### config.mk
export PLATFORM = sky130hd
export DESIGN_NAME = prefix_decode_top
export DESIGN_NICKNAME = d
export VERILOG_FILES = /design/src/rtl/prefix_pkg.sv /design/src/rtl/prefix_checker.sv /design/src/rtl/prefix_scanner.sv /design/src/rtl/instr_queue.sv /design/src/rtl/prefix_issue.sv /design/src/rtl/prefix_decode_top.sv
export SDC_FILE = /design/constraint.sdc
export NUM_CORES = 1
export LEC_CHECK = 0
export ABC_AREA = 1
export BUFFER_PORTS_ARGS = -buffer_cell sky130_fd_sc_hd__buf_4
export CAP_MARGIN = 10
export CORE_MARGIN = 1
export CORE_UTILIZATION = 50
export CTS_CLUSTER_DIAMETER = 200
export DETAILED_ROUTE_END_ITERATION = 7
export GPL_TIMING_DRIVEN = 0
export PLACE_DENSITY = 0.67
export SYNTH_ARGS = -nofsm -noshare
export SYNTH_HDL_FRONTEND = slang
export SYNTH_SLANG_ARGS = --single-unit
### constraint.sdc
create_clock -name clk -period 4.95 [get_ports clk]
set_clock_uncertainty 0.15 [all_clocks]
set_input_delay 0.2475 -clock clk [delete_from_list [all_inputs] [get_ports clk]]
set_output_delay 0.2475 -clock clk [all_outputs]
set_load 0.02 [all_outputs]
### src/rtl/prefix_pkg.sv
package prefix_pkg;

    // a single byte as it arrives from the instruction stream
    typedef logic [7:0] instr_byte_t;

    // segment register number as this decoder encodes it
    // cs is 0, ds is 2, ss is 3, fs is 4 and gs is 5
    typedef logic [2:0] seg_id_t;

    // count of prefix bytes seen ahead of one opcode
    // the scanner stops counting once it reaches its configured limit
    typedef logic [3:0] prefix_cnt_t;

    // the ds encoding is what an instruction uses when it carries no segment prefix
    localparam seg_id_t seg_default = 3'd2;

    // one decoded instruction as it travels from scanner to queue to issue stage
    typedef struct packed {
        instr_byte_t opcode;
        // an f2 byte was seen
        logic        rep;
        // a 66 byte was seen, which selects 16 bit operands
        logic        op_override;
        // at least one segment prefix was seen
        logic        seg_override;
        // segment of the last segment prefix that only matters with seg_override
        seg_id_t     seg_id;
        prefix_cnt_t prefix_cnt;
        // more prefixes arrived than the scanner was allowed to count
        logic        prefix_overflow;
    } instr_rec_t;

    // the scanner sits in idle between instructions
    // and moves to in_prefix once the first prefix byte is taken
    typedef enum logic {
        idle,
        in_prefix
    } scan_state_t;

endpackage

### src/rtl/prefix_checker.sv
`timescale 1ns/100ps

module prefix_checker import prefix_pkg::*; (
    input  instr_byte_t instr_byte,
    output logic        is_prefix,
    output logic        is_opcode,
    output logic        operand_override,
    output logic        segment_override,
    output logic        repeat_prefix,
    output seg_id_t     seg_id
);

    // product terms of the decode table
    // each one is computed once and shared by every output that needs it
    logic t_rep;
    logic t_fs_gs;
    logic t_cs_ds;
    logic t_op;
    logic t_ss_ds;

    // f2 is the only repeat prefix recognised here and f3 falls through to opcode
    assign t_rep = instr_byte[7] & instr_byte[6] & instr_byte[5] & instr_byte[4]
                 & ~instr_byte[3] & ~instr_byte[2] & instr_byte[1] & ~instr_byte[0];

    // 64 and 65 both match with bit 0 left free
    assign t_fs_gs = ~instr_byte[7] & instr_byte[6] & instr_byte[5] & ~instr_byte[4]
                   & ~instr_byte[3] & instr_byte[2] & ~instr_byte[1];

    // 2e and 3e both match with bit 4 left free
    assign t_cs_ds = ~instr_byte[7] & ~instr_byte[6] & instr_byte[5] & instr_byte[3]
                   & instr_byte[2] & instr_byte[1] & ~instr_byte[0];

    // 66 selects the short operand size
    assign t_op = ~instr_byte[7] & instr_byte[6] & instr_byte[5] & ~instr_byte[4]
                & ~instr_byte[3] & instr_byte[2] & instr_byte[1] & ~instr_byte[0];

    // 36 and 3e both match with bit 3 left free
    assign t_ss_ds = ~instr_byte[7] & ~instr_byte[6] & instr_byte[5] & instr_byte[4]
                   & instr_byte[2] & instr_byte[1] & ~instr_byte[0];

    // any of the five terms makes the byte a prefix
    assign is_prefix = t_rep | t_fs_gs | t_cs_ds | t_op | t_ss_ds;
    assign is_opcode = ~is_prefix;

    assign operand_override = t_op;
    assign repeat_prefix    = t_rep;
    assign segment_override = t_fs_gs | t_cs_ds | t_ss_ds;

    // bit 2 marks the fs/gs pair and bit 1 the 36/3e pair
    // 3e hits both cs/ds and ss/ds terms and so lands on 2, which is ds
    assign seg_id[2] = t_fs_gs;
    assign seg_id[1] = t_ss_ds;

    // bit 0 separates gs from fs, and ss from ds through bit 3 of the byte
    assign seg_id[0] = (t_fs_gs & instr_byte[0]) | (t_ss_ds & ~instr_byte[3]);

endmodule

### src/rtl/prefix_scanner.sv
`timescale 1ns/100ps

module prefix_scanner import prefix_pkg::*; #(
    parameter int unsigned max_prefixes = 4
) (
    input  logic        clk,
    input  logic        rst_n,
    input  logic        byte_valid,
    input  instr_byte_t byte_data,
    input  logic        stall,
    output logic        rec_valid,
    output instr_rec_t  rec,
    output logic        byte_dropped
);

    // the count stops at this value and further prefixes only raise overflow
    localparam prefix_cnt_t cnt_limit = prefix_cnt_t'(max_prefixes);

    scan_state_t state;

    // prefix summary gathered so far for the instruction in progress
    logic        acc_rep;
    logic        acc_op;
    logic        acc_seg;
    logic        acc_ovf;
    seg_id_t     acc_seg_id;
    prefix_cnt_t acc_cnt;

    // summary that the current byte builds on
    logic        base_rep;
    logic        base_op;
    logic        base_seg;
    logic        base_ovf;
    seg_id_t     base_seg_id;
    prefix_cnt_t base_cnt;

    // summary after the current byte that is kept only when the byte is a prefix
    logic        nxt_rep;
    logic        nxt_op;
    logic        nxt_seg;
    logic        nxt_ovf;
    seg_id_t     nxt_seg_id;
    prefix_cnt_t nxt_cnt;

    logic    is_prefix;
    logic    is_opcode;
    logic    operand_override;
    logic    segment_override;
    logic    repeat_prefix;
    seg_id_t chk_seg_id;
    logic    take;

    prefix_checker u_prefix_checker (
        .instr_byte       (byte_data),
        .is_prefix        (is_prefix),
        .is_opcode        (is_opcode),
        .operand_override (operand_override),
        .segment_override (segment_override),
        .repeat_prefix    (repeat_prefix),
        .seg_id           (chk_seg_id)
    );

    // a byte only counts when the queue has room for its record
    assign take = byte_valid & ~stall;

    always_comb begin
        // in idle a new instruction starts from an empty summary
        if (state == in_prefix) begin
            base_rep    = acc_rep;
            base_op     = acc_op;
            base_seg    = acc_seg;
            base_seg_id = acc_seg_id;
            base_cnt    = acc_cnt;
            base_ovf    = acc_ovf;
        end else begin
            base_rep    = 1'b0;
            base_op     = 1'b0;
            base_seg    = 1'b0;
            base_seg_id = '0;
            base_cnt    = '0;
            base_ovf    = 1'b0;
        end
        nxt_rep = base_rep | repeat_prefix;
        nxt_op  = base_op | operand_override;
        nxt_seg = base_seg | segment_override;
        // a later segment prefix replaces whatever segment came before
        nxt_seg_id = segment_override ? chk_seg_id : base_seg_id;
        // repeated prefixes still count up to the limit
        if (base_cnt == cnt_limit) begin
            nxt_cnt = base_cnt;
            nxt_ovf = 1'b1;
        end else begin
            nxt_cnt = base_cnt + prefix_cnt_t'(1);
            nxt_ovf = base_ovf;
        end
    end

    always_ff @(posedge clk) begin
        if (!rst_n) begin
            state        <= idle;
            acc_rep      <= 1'b0;
            acc_op       <= 1'b0;
            acc_seg      <= 1'b0;
            acc_seg_id   <= '0;
            acc_cnt      <= '0;
            acc_ovf      <= 1'b0;
            rec_valid    <= 1'b0;
            byte_dropped <= 1'b0;
        end else begin
            rec_valid <= 1'b0;
            // the drop flag stays set until the next reset
            if (byte_valid && stall) begin
                byte_dropped <= 1'b1;
            end
            if (take && is_prefix) begin
                state      <= in_prefix;
                acc_rep    <= nxt_rep;
                acc_op     <= nxt_op;
                acc_seg    <= nxt_seg;
                acc_seg_id <= nxt_seg_id;
                acc_cnt    <= nxt_cnt;
                acc_ovf    <= nxt_ovf;
            end else if (take) begin
                // the opcode closes the instruction
                state      <= idle;
                acc_rep    <= 1'b0;
                acc_op     <= 1'b0;
                acc_seg    <= 1'b0;
                acc_seg_id <= '0;
                acc_cnt    <= '0;
                acc_ovf    <= 1'b0;
                rec_valid  <= 1'b1;
            end
        end
    end

    // the record payload is qualified by rec_valid in the following cycle
    always_ff @(posedge clk) begin
        if (take && is_opcode) begin
            rec.opcode          <= byte_data;
            rec.rep             <= base_rep;
            rec.op_override     <= base_op;
            rec.seg_override    <= base_seg;
            rec.seg_id          <= base_seg_id;
            rec.prefix_cnt      <= base_cnt;
            rec.prefix_overflow <= base_ovf;
        end
    end

endmodule

### src/rtl/instr_queue.sv
`timescale 1ns/100ps

module instr_queue import prefix_pkg::*; #(
    parameter int unsigned queue_depth = 8
) (
    input  logic       clk,
    input  logic       rst_n,
    input  logic       wr,
    input  instr_rec_t wr_rec,
    input  logic       pop,
    output instr_rec_t rd_rec,
    output logic       empty,
    output logic       stall
);

    localparam int unsigned ptr_w = (queue_depth > 1) ? $clog2(queue_depth) : 1;
    localparam int unsigned occ_w = $clog2(queue_depth + 1);

    typedef logic [ptr_w-1:0] ptr_t;
    typedef logic [occ_w-1:0] occ_t;

    // pointers wrap here, so depths that are not a power of two work too
    localparam ptr_t last_slot = ptr_t'(queue_depth - 1);
    localparam occ_t occ_full  = occ_t'(queue_depth);
    // one slot is kept back for the record the scanner may still be building
    localparam occ_t occ_stall = occ_t'(queue_depth - 1);

    instr_rec_t mem [queue_depth];
    ptr_t       wr_ptr;
    ptr_t       rd_ptr;
    occ_t       occ;
    logic       full;
    logic       do_wr;
    logic       do_rd;

    function automatic ptr_t ptr_next(input ptr_t p);
        ptr_t n;
        if (p == last_slot) begin
            n = '0;
        end else begin
            n = p + ptr_t'(1);
        end
        return n;
    endfunction

    assign empty = (occ == '0);
    assign full  = (occ == occ_full);
    assign stall = (occ >= occ_stall);

    // the stall margin keeps the queue from filling and the full gate is a last guard
    assign do_wr = wr & ~full;
    assign do_rd = pop & ~empty;

    // the head is visible while pop is asserted and moves on at that edge
    assign rd_rec = mem[rd_ptr];

    always_ff @(posedge clk) begin
        if (!rst_n) begin
            wr_ptr <= '0;
            rd_ptr <= '0;
            occ    <= '0;
        end else begin
            if (do_wr) begin
                wr_ptr <= ptr_next(wr_ptr);
            end
            if (do_rd) begin
                rd_ptr <= ptr_next(rd_ptr);
            end
            // a write and a pop together leave the occupancy unchanged
            case ({do_wr, do_rd})
                2'b10:   occ <= occ + occ_t'(1);
                2'b01:   occ <= occ - occ_t'(1);
                default: occ <= occ;
            endcase
        end
    end

    // the slot at the write pointer takes the incoming record
    always_ff @(posedge clk) begin
        if (do_wr) begin
            mem[wr_ptr] <= wr_rec;
        end
    end

endmodule

### src/rtl/prefix_issue.sv
`timescale 1ns/100ps

module prefix_issue import prefix_pkg::*; (
    input  logic       clk,
    input  logic       rst_n,
    input  logic       issue_en,
    input  logic       empty,
    input  instr_rec_t rd_rec,
    output logic       pop,
    output logic       issue_valid,
    output instr_rec_t issue_rec,
    output seg_id_t    eff_seg,
    output logic       op_size_16
);

    // effective segment of the head record before it is registered
    seg_id_t head_seg;

    // take one record per cycle whenever downstream allows it and one is waiting
    assign pop = issue_en & ~empty;

    // without a segment prefix the instruction addresses through ds
    assign head_seg = rd_rec.seg_override ? rd_rec.seg_id : seg_default;

    // issue_valid is high for exactly the cycle after each pop
    always_ff @(posedge clk) begin
        if (!rst_n) begin
            issue_valid <= 1'b0;
        end else begin
            issue_valid <= pop;
        end
    end

    // resolved fields travel with issue_valid and hold between pops
    always_ff @(posedge clk) begin
        if (pop) begin
            issue_rec <= rd_rec;
            eff_seg   <= head_seg;
            // the default operand size is 32, and 66 drops it to 16
            op_size_16 <= rd_rec.op_override;
        end
    end

endmodule

### src/rtl/prefix_decode_top.sv
`timescale 1ns/100ps

module prefix_decode_top import prefix_pkg::*; #(
    parameter int unsigned max_prefixes = 4,
    parameter int unsigned queue_depth  = 8
) (
    input  logic        clk,
    input  logic        rst_n,
    input  logic        byte_valid,
    input  instr_byte_t byte_data,
    input  logic        issue_en,
    output logic        stall,
    output logic        byte_dropped,
    output logic        issue_valid,
    output instr_rec_t  issue_rec,
    output seg_id_t     eff_seg,
    output logic        op_size_16
);

    // scanner to queue
    logic       scan_rec_valid;
    instr_rec_t scan_rec;

    // queue to issue stage and back
    logic       q_empty;
    instr_rec_t q_rd_rec;
    logic       q_pop;

    // stall goes both to the byte source and to the scanner
    prefix_scanner #(
        .max_prefixes (max_prefixes)
    ) u_prefix_scanner (
        .clk          (clk),
        .rst_n        (rst_n),
        .byte_valid   (byte_valid),
        .byte_data    (byte_data),
        .stall        (stall),
        .rec_valid    (scan_rec_valid),
        .rec          (scan_rec),
        .byte_dropped (byte_dropped)
    );

    instr_queue #(
        .queue_depth (queue_depth)
    ) u_instr_queue (
        .clk    (clk),
        .rst_n  (rst_n),
        .wr     (scan_rec_valid),
        .wr_rec (scan_rec),
        .pop    (q_pop),
        .rd_rec (q_rd_rec),
        .empty  (q_empty),
        .stall  (stall)
    );

    prefix_issue u_prefix_issue (
        .clk         (clk),
        .rst_n       (rst_n),
        .issue_en    (issue_en),
        .empty       (q_empty),
        .rd_rec      (q_rd_rec),
        .pop         (q_pop),
        .issue_valid (issue_valid),
        .issue_rec   (issue_rec),
        .eff_seg     (eff_seg),
        .op_size_16  (op_size_16)
    );

endmodule

Word level (Yosys, flattened, before mapping)
Memories as Yosys holds them, arrays and structs flattened. A register that Yosys moved wholly into a read port is not among the register bits.
Index checks and enable logic that the tools add are counted.
{"block": "classes", "order_cmp": 1, "n_eq_ne": 6, "reduce_logical": 7, "bitwise_logic": 53, "mux": 27, "n_addsub": 5}
{"operator": "$and 1x1->1", "count": 31}
{"operator": "$mux 3", "count": 8}
{"operator": "$mux 4", "count": 4}
{"operator": "$mux 1", "count": 14}
{"operator": "$not 1->1", "count": 12}
{"operator": "$or 1x1->1", "count": 10}
{"operator": "$add 4x1->4 const B", "count": 2}
{"operator": "$pmux 4 s2", "count": 1}
{"operator": "$add 3x1->3 const B", "count": 2}
{"operator": "$eq 3x3->1 const B", "count": 2}
{"operator": "$eq 4x3->1 const B", "count": 1}
{"operator": "$eq 4x4->1 const B", "count": 1}
{"operator": "$ge 4x3->1 const B", "count": 1}
{"operator": "$logic_not 4->1", "count": 1}
{"operator": "$reduce_bool 2->1", "count": 2}
{"operator": "$sub 4x1->4 const B", "count": 1}
{"operator": "$logic_and 1x1->1", "count": 3}
{"operator": "$eq 2x1->1 const B", "count": 1}
{"operator": "$eq 2x2->1 const B", "count": 1}
{"operator": "$reduce_or 2->1", "count": 1}
{"block": "word_totals", "in_bits": 12, "elab_cells": 128, "out_inout_bits": 26, "memories": 1, "reg_bits": 66, "mem_bits_rw": 152}
{"memory": "u_instr_queue.mem", "depth": 8, "word_bits": 19, "rd": 1, "rd_ports_with_merged_regs": 1, "wr": 1, "line": "instr_queue.sv:28", "rtl": "instr_rec_t mem [queue_depth];"}

Depth between registers and ports, before layout
Gate-level depths: netlist of run 1.
{"block": "logic_depth", "depth_word": 13, "depth_mapped": 12, "mapped_depth_nobuf": 12}

Modules after synthesis
A second synthesis of run 1 with hierarchy kept.
{"block": "hier_totals", "hier_cells": 722, "hier_area_um2": 8862.2}
{"module": "instr_queue", "seq_area_each_um2": 4824.6, "area_per_inst_um2": 6643.9, "instances": 1, "cells_per_inst": 520}
{"module": "prefix_scanner", "seq_area_each_um2": 850.8, "area_per_inst_um2": 1282.5, "instances": 1, "cells_per_inst": 123}
{"module": "prefix_issue", "seq_area_each_um2": 680.7, "area_per_inst_um2": 734.5, "instances": 1, "cells_per_inst": 35}
{"module": "prefix_checker", "seq_area_each_um2": 0.0, "area_per_inst_um2": 201.4, "instances": 1, "cells_per_inst": 44}

Least setup slack after synthesis of run 1
OpenSTA, ideal clock, no wires.
{"block": "synth_timing", "kind": "register -> register", "startpoint": "reg u_instr_queue.occ[2]", "endpoint": "reg u_prefix_scanner.rec[0] (netlist bit), enable pin", "setup_slack_ns": 2.108, "t_arrival_ns": 2.273, "setup_time_ns": 0.419, "path_buffers": 1, "period_less_slack_ns": 2.842, "path_stages_with_launch": 7, "required_time_ns": 4.381, "path_cell_list": "dfxtp_1 inv_1 o21ai_2 inv_1 nand2_2 buf_2 nor3_1"}
{"block": "synth_via", "elab_chain_len": 4}
{"item": "start, declared", "line": "instr_queue.sv:31", "rtl": "occ_t occ;"}
{"item": "start signal, assigned", "line": "instr_queue.sv:71", "rtl": "2'b10: occ <= occ + occ_t'(1);"}
{"item": "start signal, assigned", "line": "instr_queue.sv:72", "rtl": "2'b01: occ <= occ - occ_t'(1);"}
{"item": "$ge 4x3->1", "line": "instr_queue.sv:48", "rtl": "assign stall = (occ >= occ_stall);"}
{"item": "net stall", "line": "prefix_decode_top.sv:12", "rtl": "output logic stall,"}
{"item": "$not 1->1", "line": "prefix_scanner.sv:64", "rtl": "assign take = byte_valid & ~stall;"}
{"item": "$and 1x1->1", "line": "prefix_scanner.sv:64"}
{"item": "$logic_and 1x1->1", "line": "prefix_scanner.sv:139", "rtl": "if (take && is_opcode) begin"}
{"item": "end, declared", "line": "prefix_scanner.sv:12", "rtl": "output instr_rec_t rec,"}
The timed path passes the listed nets, and every way through them passes these cells.
A chain may end at the register's enable or synchronous reset.

Final worst setup path of run 1
{"block": "layout_timing", "startpoint": "reg u_instr_queue.occ[1]", "endpoint": "reg u_instr_queue.occ[3]"}
{"block": "layout_via", "elab_chain_len": 6, "elab_cells_between_ends": 13, "classes_between": "2 x add/sub; 3 x eq/ne; 1 x mux; 5 x bitwise; 2 x reduce/logical"}
{"item": "$logic_not 4->1", "line": "instr_queue.sv:46", "rtl": "assign empty = (occ == '0);"}
{"item": "$not 1->1", "line": "instr_queue.sv:52, prefix_issue.sv:20"}
{"item": "$and 1x1->1", "line": "prefix_issue.sv:20", "rtl": "assign pop = issue_en & ~empty;"}
{"item": "$and 1x1->1", "line": "instr_queue.sv:52", "rtl": "assign do_rd = pop & ~empty;"}
{"item": "$eq 2x1->1 or $eq 2x2->1 (tied branches)", "line": "instr_queue.sv:70", "rtl": "case ({do_wr, do_rd})"}
{"item": "$pmux 4 s2 or $reduce_bool 2->1 (tied branches)"}
Parallel ways exist; a longest one is shown, timed or not.

==> impl_results.md, run 1 <==
- CP max stage cell: ha_1
- Wire per inst: 17.69 microns
- Die area: 17,720 sq um
- Outcome: complete, no violations
- Clk Latency, worst-skew pair: 0.50 ns
- Worst path max stage delay: 0.37 ns
- Vias: 5,515
- Sequential share of the synthesized area: 73.92%
- Critical Path Start Type: register
- Fraction of layout cells with a size suffix above 1: 13.05%
- ANT nets after route: 0
- I/O pins: 38
- Total GRT Usage: 20.56%
- Vias in the first global route: 5,515
- Max-Slew Margin vs Limit: 24.30%
- Total power: 5367 uW
- Largest net degree at the start of global routing: 23
- Initial Util: 51.48%
- Fin crit share: 46.66%
- Worst Setup Path Type: register to register
- Post-synth ARST share: 0%
- CTS buffer count: 22
- Post-route DRC: 0
- Initial antenna violation count: 0
- Util after Layout: 60.94%
- Post-synth EDFFs: 193
- Top FF cell, synth: edfxtp_1
- First-pass GRT wire length: 28,010 microns
- Setup tns final: 0 ns
- CTS tree: done
- Die H: 133.1 microns
- Clock sink count: 221
- Share of the synthesized area in the top cell type: 67.40%
- Avg Inst Size Synth: 12.25 sq um
- Post-synthesis register bit count: 221
- Least-Margin Pin Slew: 1.135 ns
- CP Cell Sequence: nor2_1 > nand3_1 > and2_1 > ha_1 > ha_1 > a21oi_1 > nand2_1 > a21oi_1 > o21ai_0 > nand2_1 > nand2_1 > nor2_1
- Crit path DAT: 2.60 ns
- Top post-synthesis cells by count: edfxtp_1 (193), nand2_1 (118), nor2_1 (105), o21ai_0 (87), o22ai_1 (36)
- RSZ-0062 raised after global routing: false
- Core area: 16,700 sq um
- Leak: 0.003756 uW
- Largest cells by area after synthesis: edfxtp_1 (67%), dfxtp_1 (6.5%), nand2_1 (5.2%)
- P&R area growth vs syn: 18.36%
- WL final: 17,990 microns
- Peak supply drop: 0.0002479 V
- Syn_nets: 724
- Pre-antenna DRT Iters: 5
- Cells after Synth: 702
- I/O Buffers: 36
- GPL Wtd Cong: 0.8126
- Crit path time final: 2.309 ns
- H-tree levels: 1
- Clk slew on worst S/H paths: 0.06 ns
- Unique masters post-synth: 32
- Worst Path Required: 5.24 ns
- Setup violators final: 0
- Syn. warnings: 0
- Post-detail-place hpwl: 11,920 microns
- # Max-Cap Violations: 0
- Slew Viols, Final: 0
- Filler cells: 1,268
- Die X: 133.1 microns
- Pwr/cell area: 527.3 nW/um^2
- Final hold vios: 0
- Vias per cell: 5.423
- Synth area leader: edfxtp_1
- Final net count: 803
- Cell mode on critical path: nand2_1
- Crit-path max FO: 5
- Critical Path End Type: register
- Overflow after GRT: 0
- DRT iter0 DRCs: 498
- Netlist Area Pre-Place: 8598 sq um
- CTS max path bufs: 3
- Antenna diodes: 0
- Row cnt: 47
- Root buf cell: clkbuf_16
- Hold Path Class: primary input to register
- Fmax: 433.0 MHz
- Cell with the most instances after synthesis: edfxtp_1
-- worst paths after layout --
path,cells past startpoint,end,from,slack (ns)
setup / recovery,12,u_instr_queue.occ[3],u_instr_queue.occ[1],2.64
hold / removal,4,u_prefix_issue.issue_valid,issue_en,0.13
setup reg to reg,12,u_instr_queue.occ[3],u_instr_queue.occ[1],2.64
hold reg to reg,2,u_prefix_scanner.acc_rep,u_prefix_scanner.acc_rep,0.31
-- per-stage QoR --
step	hold slack [ns]	setup WS, ns	instance area (sq um)	cells
5_1_grt	0.1538	2.434	10180	1017
3_5_place_dp	0.3057	2.656	9375	967
4_1_cts	0.1105	2.649	10180	1017
2_1_floorplan	0.1964	2.108	8598	702
3_3_place_gp	0.3003	1.725	9144	958
6_report	0.1265	2.641	10180	1017
-- routing by layer --
metal  share of wire (%)  vias up  global-route usage (%)
met5                   0        -                       0
met4                 2.4        0                   6.881
met3                 5.6       37                   2.626
met2                  50      187                   36.18
met1                  42     2651                   26.45
li1                    -     2640                       -
-- layout make-up --
cell class	instances	area, sq um	area share, %
inverters	39	146.4	1.438
multi-input cells	410	1974	19.40
clock buffers	30	631.9	6.208
repair buffers	55	576.8	5.668
plain buffers	32	146.4	1.438
well taps	220	275.3	2.705
clock inverters	10	70.07	0.6885
flip-flops and latches	221	6356	62.45
-- repair_timing --
action / CTS / global route
hold buffers: 10 / 0
buffers inserted: 0 / 0
gates resized for setup: 0 / 0
endpoints found under the hold margin: 14 / 0
-- state kept, by name (all words and copies together), names as in the netlist, named ones only --
register / flops
u_prefix_scanner.acc_op: 1
u_instr_queue.wr_ptr: 3
u_prefix_scanner.acc_ovf: 1
u_prefix_scanner.rec: 19
u_prefix_issue.issue_rec: 19
u_prefix_scanner.acc_seg_id: 3
u_prefix_scanner.acc_seg: 1
u_prefix_issue.issue_valid: 1
u_instr_queue.rd_ptr: 3
u_prefix_scanner.byte_dropped: 1
u_instr_queue.occ: 4
u_instr_queue.mem: 152
u_prefix_scanner.acc_cnt: 4
u_prefix_scanner.acc_rep: 1
u_prefix_scanner.state: 1
u_prefix_issue.eff_seg: 3
u_prefix_scanner.rec_valid: 1
-- where the power goes --
group	switching [uW]	internal [uW]	total, uW
Combinational	879	431	1310
Clock	651	943	1590
Sequential	121	2340	2460
-- placed cells by master, fill, tap and decap left out, types with 2 or more instances in the layout --
cell type,Yosys,routed
edfxtp_1,193,193
nand2_1,118,118
nor2_1,105,97
o21ai_0,87,87
buf_4,4,40
o22ai_1,36,36
inv_1,35,35
clkbuf_1,24,28
dfxtp_1,28,28
a21oi_1,25,25
clkbuf_16,0,23
nor2_2,2,10
dlygate4sd3_1,0,10
ha_1,9,9
nand3_1,7,7
clkinv_1,2,6
buf_16,0,6
clkinv_2,0,5
o21ai_1,3,3
clkbuf_8,0,3
inv_2,2,2
o21ai_2,2,2
and2_1,2,2
buf_2,2,2
nor3_1,3,2
nand3_2,2,2
buf_6,1,2
buf_8,0,2
-- critical path: cells and delay by family, from the launching register on --
| kind | cells | cell delay, ns |
|---|---|---|
| adder cells (fa/ha/maj) | 2 | 0.65 |
| flip-flops | 1 | 0.35 |
| AO/OA/AOI/OAI | 3 | 0.38 |
| AND/OR/NAND/NOR | 7 | 0.72 |
-- cells by family after synthesis --
logic type,synth area share [%]
xor gates and xnor gates,0.2038
buffers and inverters,3.405
adders and majority gates,1.543
DFF,73.92
AOI/OAI and AO/OA,9.735
and+or+nand+nor,11.19
Note: power is estimated with default switching activity, not from simulation.
==> inputs of run 2 (changes only) <==
==> constraint.sdc (replaced) <==
create_clock -name clk -period 2.3 [get_ports clk]
set_clock_uncertainty 0.15 [all_clocks]
set_input_delay 0.115 -clock clk [delete_from_list [all_inputs] [get_ports clk]]
set_output_delay 0.115 -clock clk [all_outputs]
set_load 0.02 [all_outputs]
==> run 2 against run 1 <==
Setup slack got worse by 2.5 ns. Final area rose by 0.42%. Sequential share of layout area fell by 0.26 points. Register-to-register slack got worse by 2.5 ns. Combinational power rose by 120%. First-iteration DRC count rose by 17%. Via count rose by 1.8%. Clock-buffer cell count fell by 2. Hold slack improved by 0.087 ns.
==> impl_results.md, run 2 (synthesized netlist as in run 1, its figures left out) <==
- Outcome: complete, no violations (unchanged)
- WL final: 18,560 microns (was 17,990 microns)
- Post-route DRC: 0 (unchanged)
- Crit path DAT: 2.19 ns (was 2.60 ns)
- Crit path time final: 2.128 ns (was 2.309 ns)
- DRT iter0 DRCs: 581 (was 498)
- ANT nets after route: 0 (unchanged)
- Max-Slew Margin vs Limit: 24.87% (was 24.30%)
- Slew Viols, Final: 0 (unchanged)
- Largest net degree at the start of global routing: 23 (unchanged)
- Worst Path Required: 2.36 ns (was 5.24 ns)
- Die X: 133.1 microns (unchanged)
- Critical Path Start Type: register (unchanged)
- Final net count: 804 (was 803)
- Biggest regs: u_instr_queue.mem (152), u_prefix_issue.issue_rec (19), u_prefix_scanner.rec (19) (unchanged)
- Worst Setup Path Type: register to register (unchanged)
- P&R area growth vs syn: 18.86% (was 18.36%)
- CTS buffer count: 22 (unchanged)
- CTS max path bufs: 3 (unchanged)
- Clk slew on worst S/H paths: 0.06 ns (about the same)
- Post-detail-place hpwl: 11,860 microns (was 11,920 microns)
- Vias in the first global route: 5,516 (was 5,515)
- Most frequent cells in the layout: edfxtp_1 (193), nand2_1 (118), nor2_1 (96), o21ai_0 (87), buf_4 (40) (was edfxtp_1 (193), nand2_1 (118), nor2_1 (97), o21ai_0 (87), buf_4 (40))
- Leak: 0.003751 uW (was 0.003756 uW)
- Grt met3 use: 2.930% (was 2.626%)
- GR Util met1: 27.80% (was 26.45%)
- Vias per cell: 5.517 (was 5.423)
- Area of placed instances: 9350 sq um (was 9375 sq um)
- H-tree levels: 1 (unchanged)
- Filler cells: 1,290 (was 1,268)
- Clock sink count: 221 (unchanged)
- Overflow after GRT: 0 (unchanged)
- Post-Layout Inst Area: 10,220 sq um (was 10,180 sq um)
- Total GRT Usage: 21.28% (was 20.56%)
- Root buf cell: clkbuf_16 (unchanged)
- I/O pins: 38 (unchanged)
- Die H: 133.1 microns (unchanged)
- Setup violators final: 0 (unchanged)
- Initial antenna violation count: 0 (unchanged)
- Top reg by flops: u_instr_queue.mem (unchanged)
- Fin crit share: 92.52% (was 46.66%)
- Initial Util: 51.48% (unchanged)
- Wire per inst: 18.23 microns (was 17.69 microns)
- Max FFs per register: 152 (unchanged)
- Final hold vios: 0 (unchanged)
- GPL Wtd Cong: 0.8300 (was 0.8126)
- I/O Buffers: 36 (unchanged)
- Setup tns final: 0 ns (unchanged)
- Core area: 16,700 sq um (unchanged)
- Antenna diodes: 0 (unchanged)
- CTS tree: done (unchanged)
- Pwr/cell area: 1147 nW/um^2 (was 527.3 nW/um^2)
- Global route hottest layer: met2 (unchanged)
- Final Worst Setup Slack: 0.1720 ns (was 2.641 ns)
- Row cnt: 47 (unchanged)
- Least-Margin Pin Slew: 1.127 ns (was 1.135 ns)
- Crit-path max FO: 14 (was 5)
- Hold Path Class: primary input to register (unchanged)
- Peak supply drop: 0.0007458 V (was 0.0002479 V)
- Critical Path End Type: register (unchanged)
- GR Layer Usage met2: 36.97% (was 36.18%)
- Pre-CTS setup slack: 0.001212 ns (was 2.656 ns)
- Vias: 5,616 (was 5,515)
- # Max-Cap Violations: 0 (unchanged)
- RSZ-0062 raised after global routing: false (unchanged)
- First-pass GRT wire length: 28,820 microns (was 28,010 microns)
- Clk Latency, worst-skew pair: 0.50 ns (about the same)
- Fraction of layout cells with a size suffix above 1: 13.66% (was 13.05%)
- Util after Layout: 61.19% (was 60.94%)
- Commonest non-fill, non-tap cell in the layout: edfxtp_1 (unchanged)
- Pre-antenna DRT Iters: 5 (unchanged)
- Fmax: 469.9 MHz (was 433.0 MHz)
- Die area: 17,720 sq um (unchanged)
[run 2: cell count changes in the layout (fill, tap and decap cells not counted), sizes merged]
cell	delta
clkinv	-2
bufinv	+1
clkbuf	-2
clkinvlp	+3
dlygate4sd3	+1
[run 2: area by class of cell]
cell class	instances	area (sq um)	share of cell area, %
buffer	32	146.4	1.432
clock buffer	28	614.3	6.011
clock inverter	12	110.1	1.077
inverter	39	146.4	1.432
multi-input combinational	410	2009	19.66
sequential	221	6356	62.19
tap	220	275.3	2.693
timing repair buffer	56	561.8	5.497
[run 2: routing by layer]
layer  vias to the layer above  part of all wire, %
li1                       2645                    -
met1                      2734                   42
met2                       200                   50
met3                        37                  5.7
met4                         0                  2.2
met5                         -                    0
[run 2: per-stage QoR]
step | hold slack [ns] | std cells | total power (uW)
after floorplan | 0.06387 | 702 | 7075
after global placement | 0.1668 | 958 | 8014
after detailed placement | 0.1749 | 967 | 8172
after CTS | 0.1939 | 1018 | 11740
after global routing | 0.2185 | 1018 | 12270
final | 0.2137 | 1018 | 11730
[run 2: power breakdown]
| group | leakage (uW) | internal, uW | switching [uW] |
|---|---|---|---|
| Clock | 0.000348 | 2110 | 1440 |
| Sequential | 0.00200 | 5040 | 273 |
| Combinational | 0.00140 | 953 | 1910 |
[run 2: worst max-delay path, stage by stage (launching register included)]
cell and delay (ns):
dfxtp_1 0.37, inv_1 0.10, nand3_1 0.12, nand2_1 0.17, nor2_1 0.13, inv_1 0.13, nor2_2 0.44, buf_16 0.22
[run 2: repair_timing]
item	CTS	global route
setup endpoints to repair	10	3
buffers inserted	0	0
resized for setup	1	5
endpoints found under the hold margin	25	0
hold buffers	11	0
[run 2: worst paths after layout]
kind / slack, ns / startpoint / to / depth (start not counted)
hold / removal: 0.21 / byte_data[0] / u_prefix_scanner.rec[11] / 2
hold reg to reg: 0.32 / u_prefix_scanner.acc_ovf / u_prefix_scanner.acc_ovf / 2
setup / recovery: 0.17 / u_instr_queue.occ[2] / u_instr_queue.mem[5][1] / 7
setup reg to reg: 0.17 / u_instr_queue.occ[2] / u_instr_queue.mem[5][1] / 7
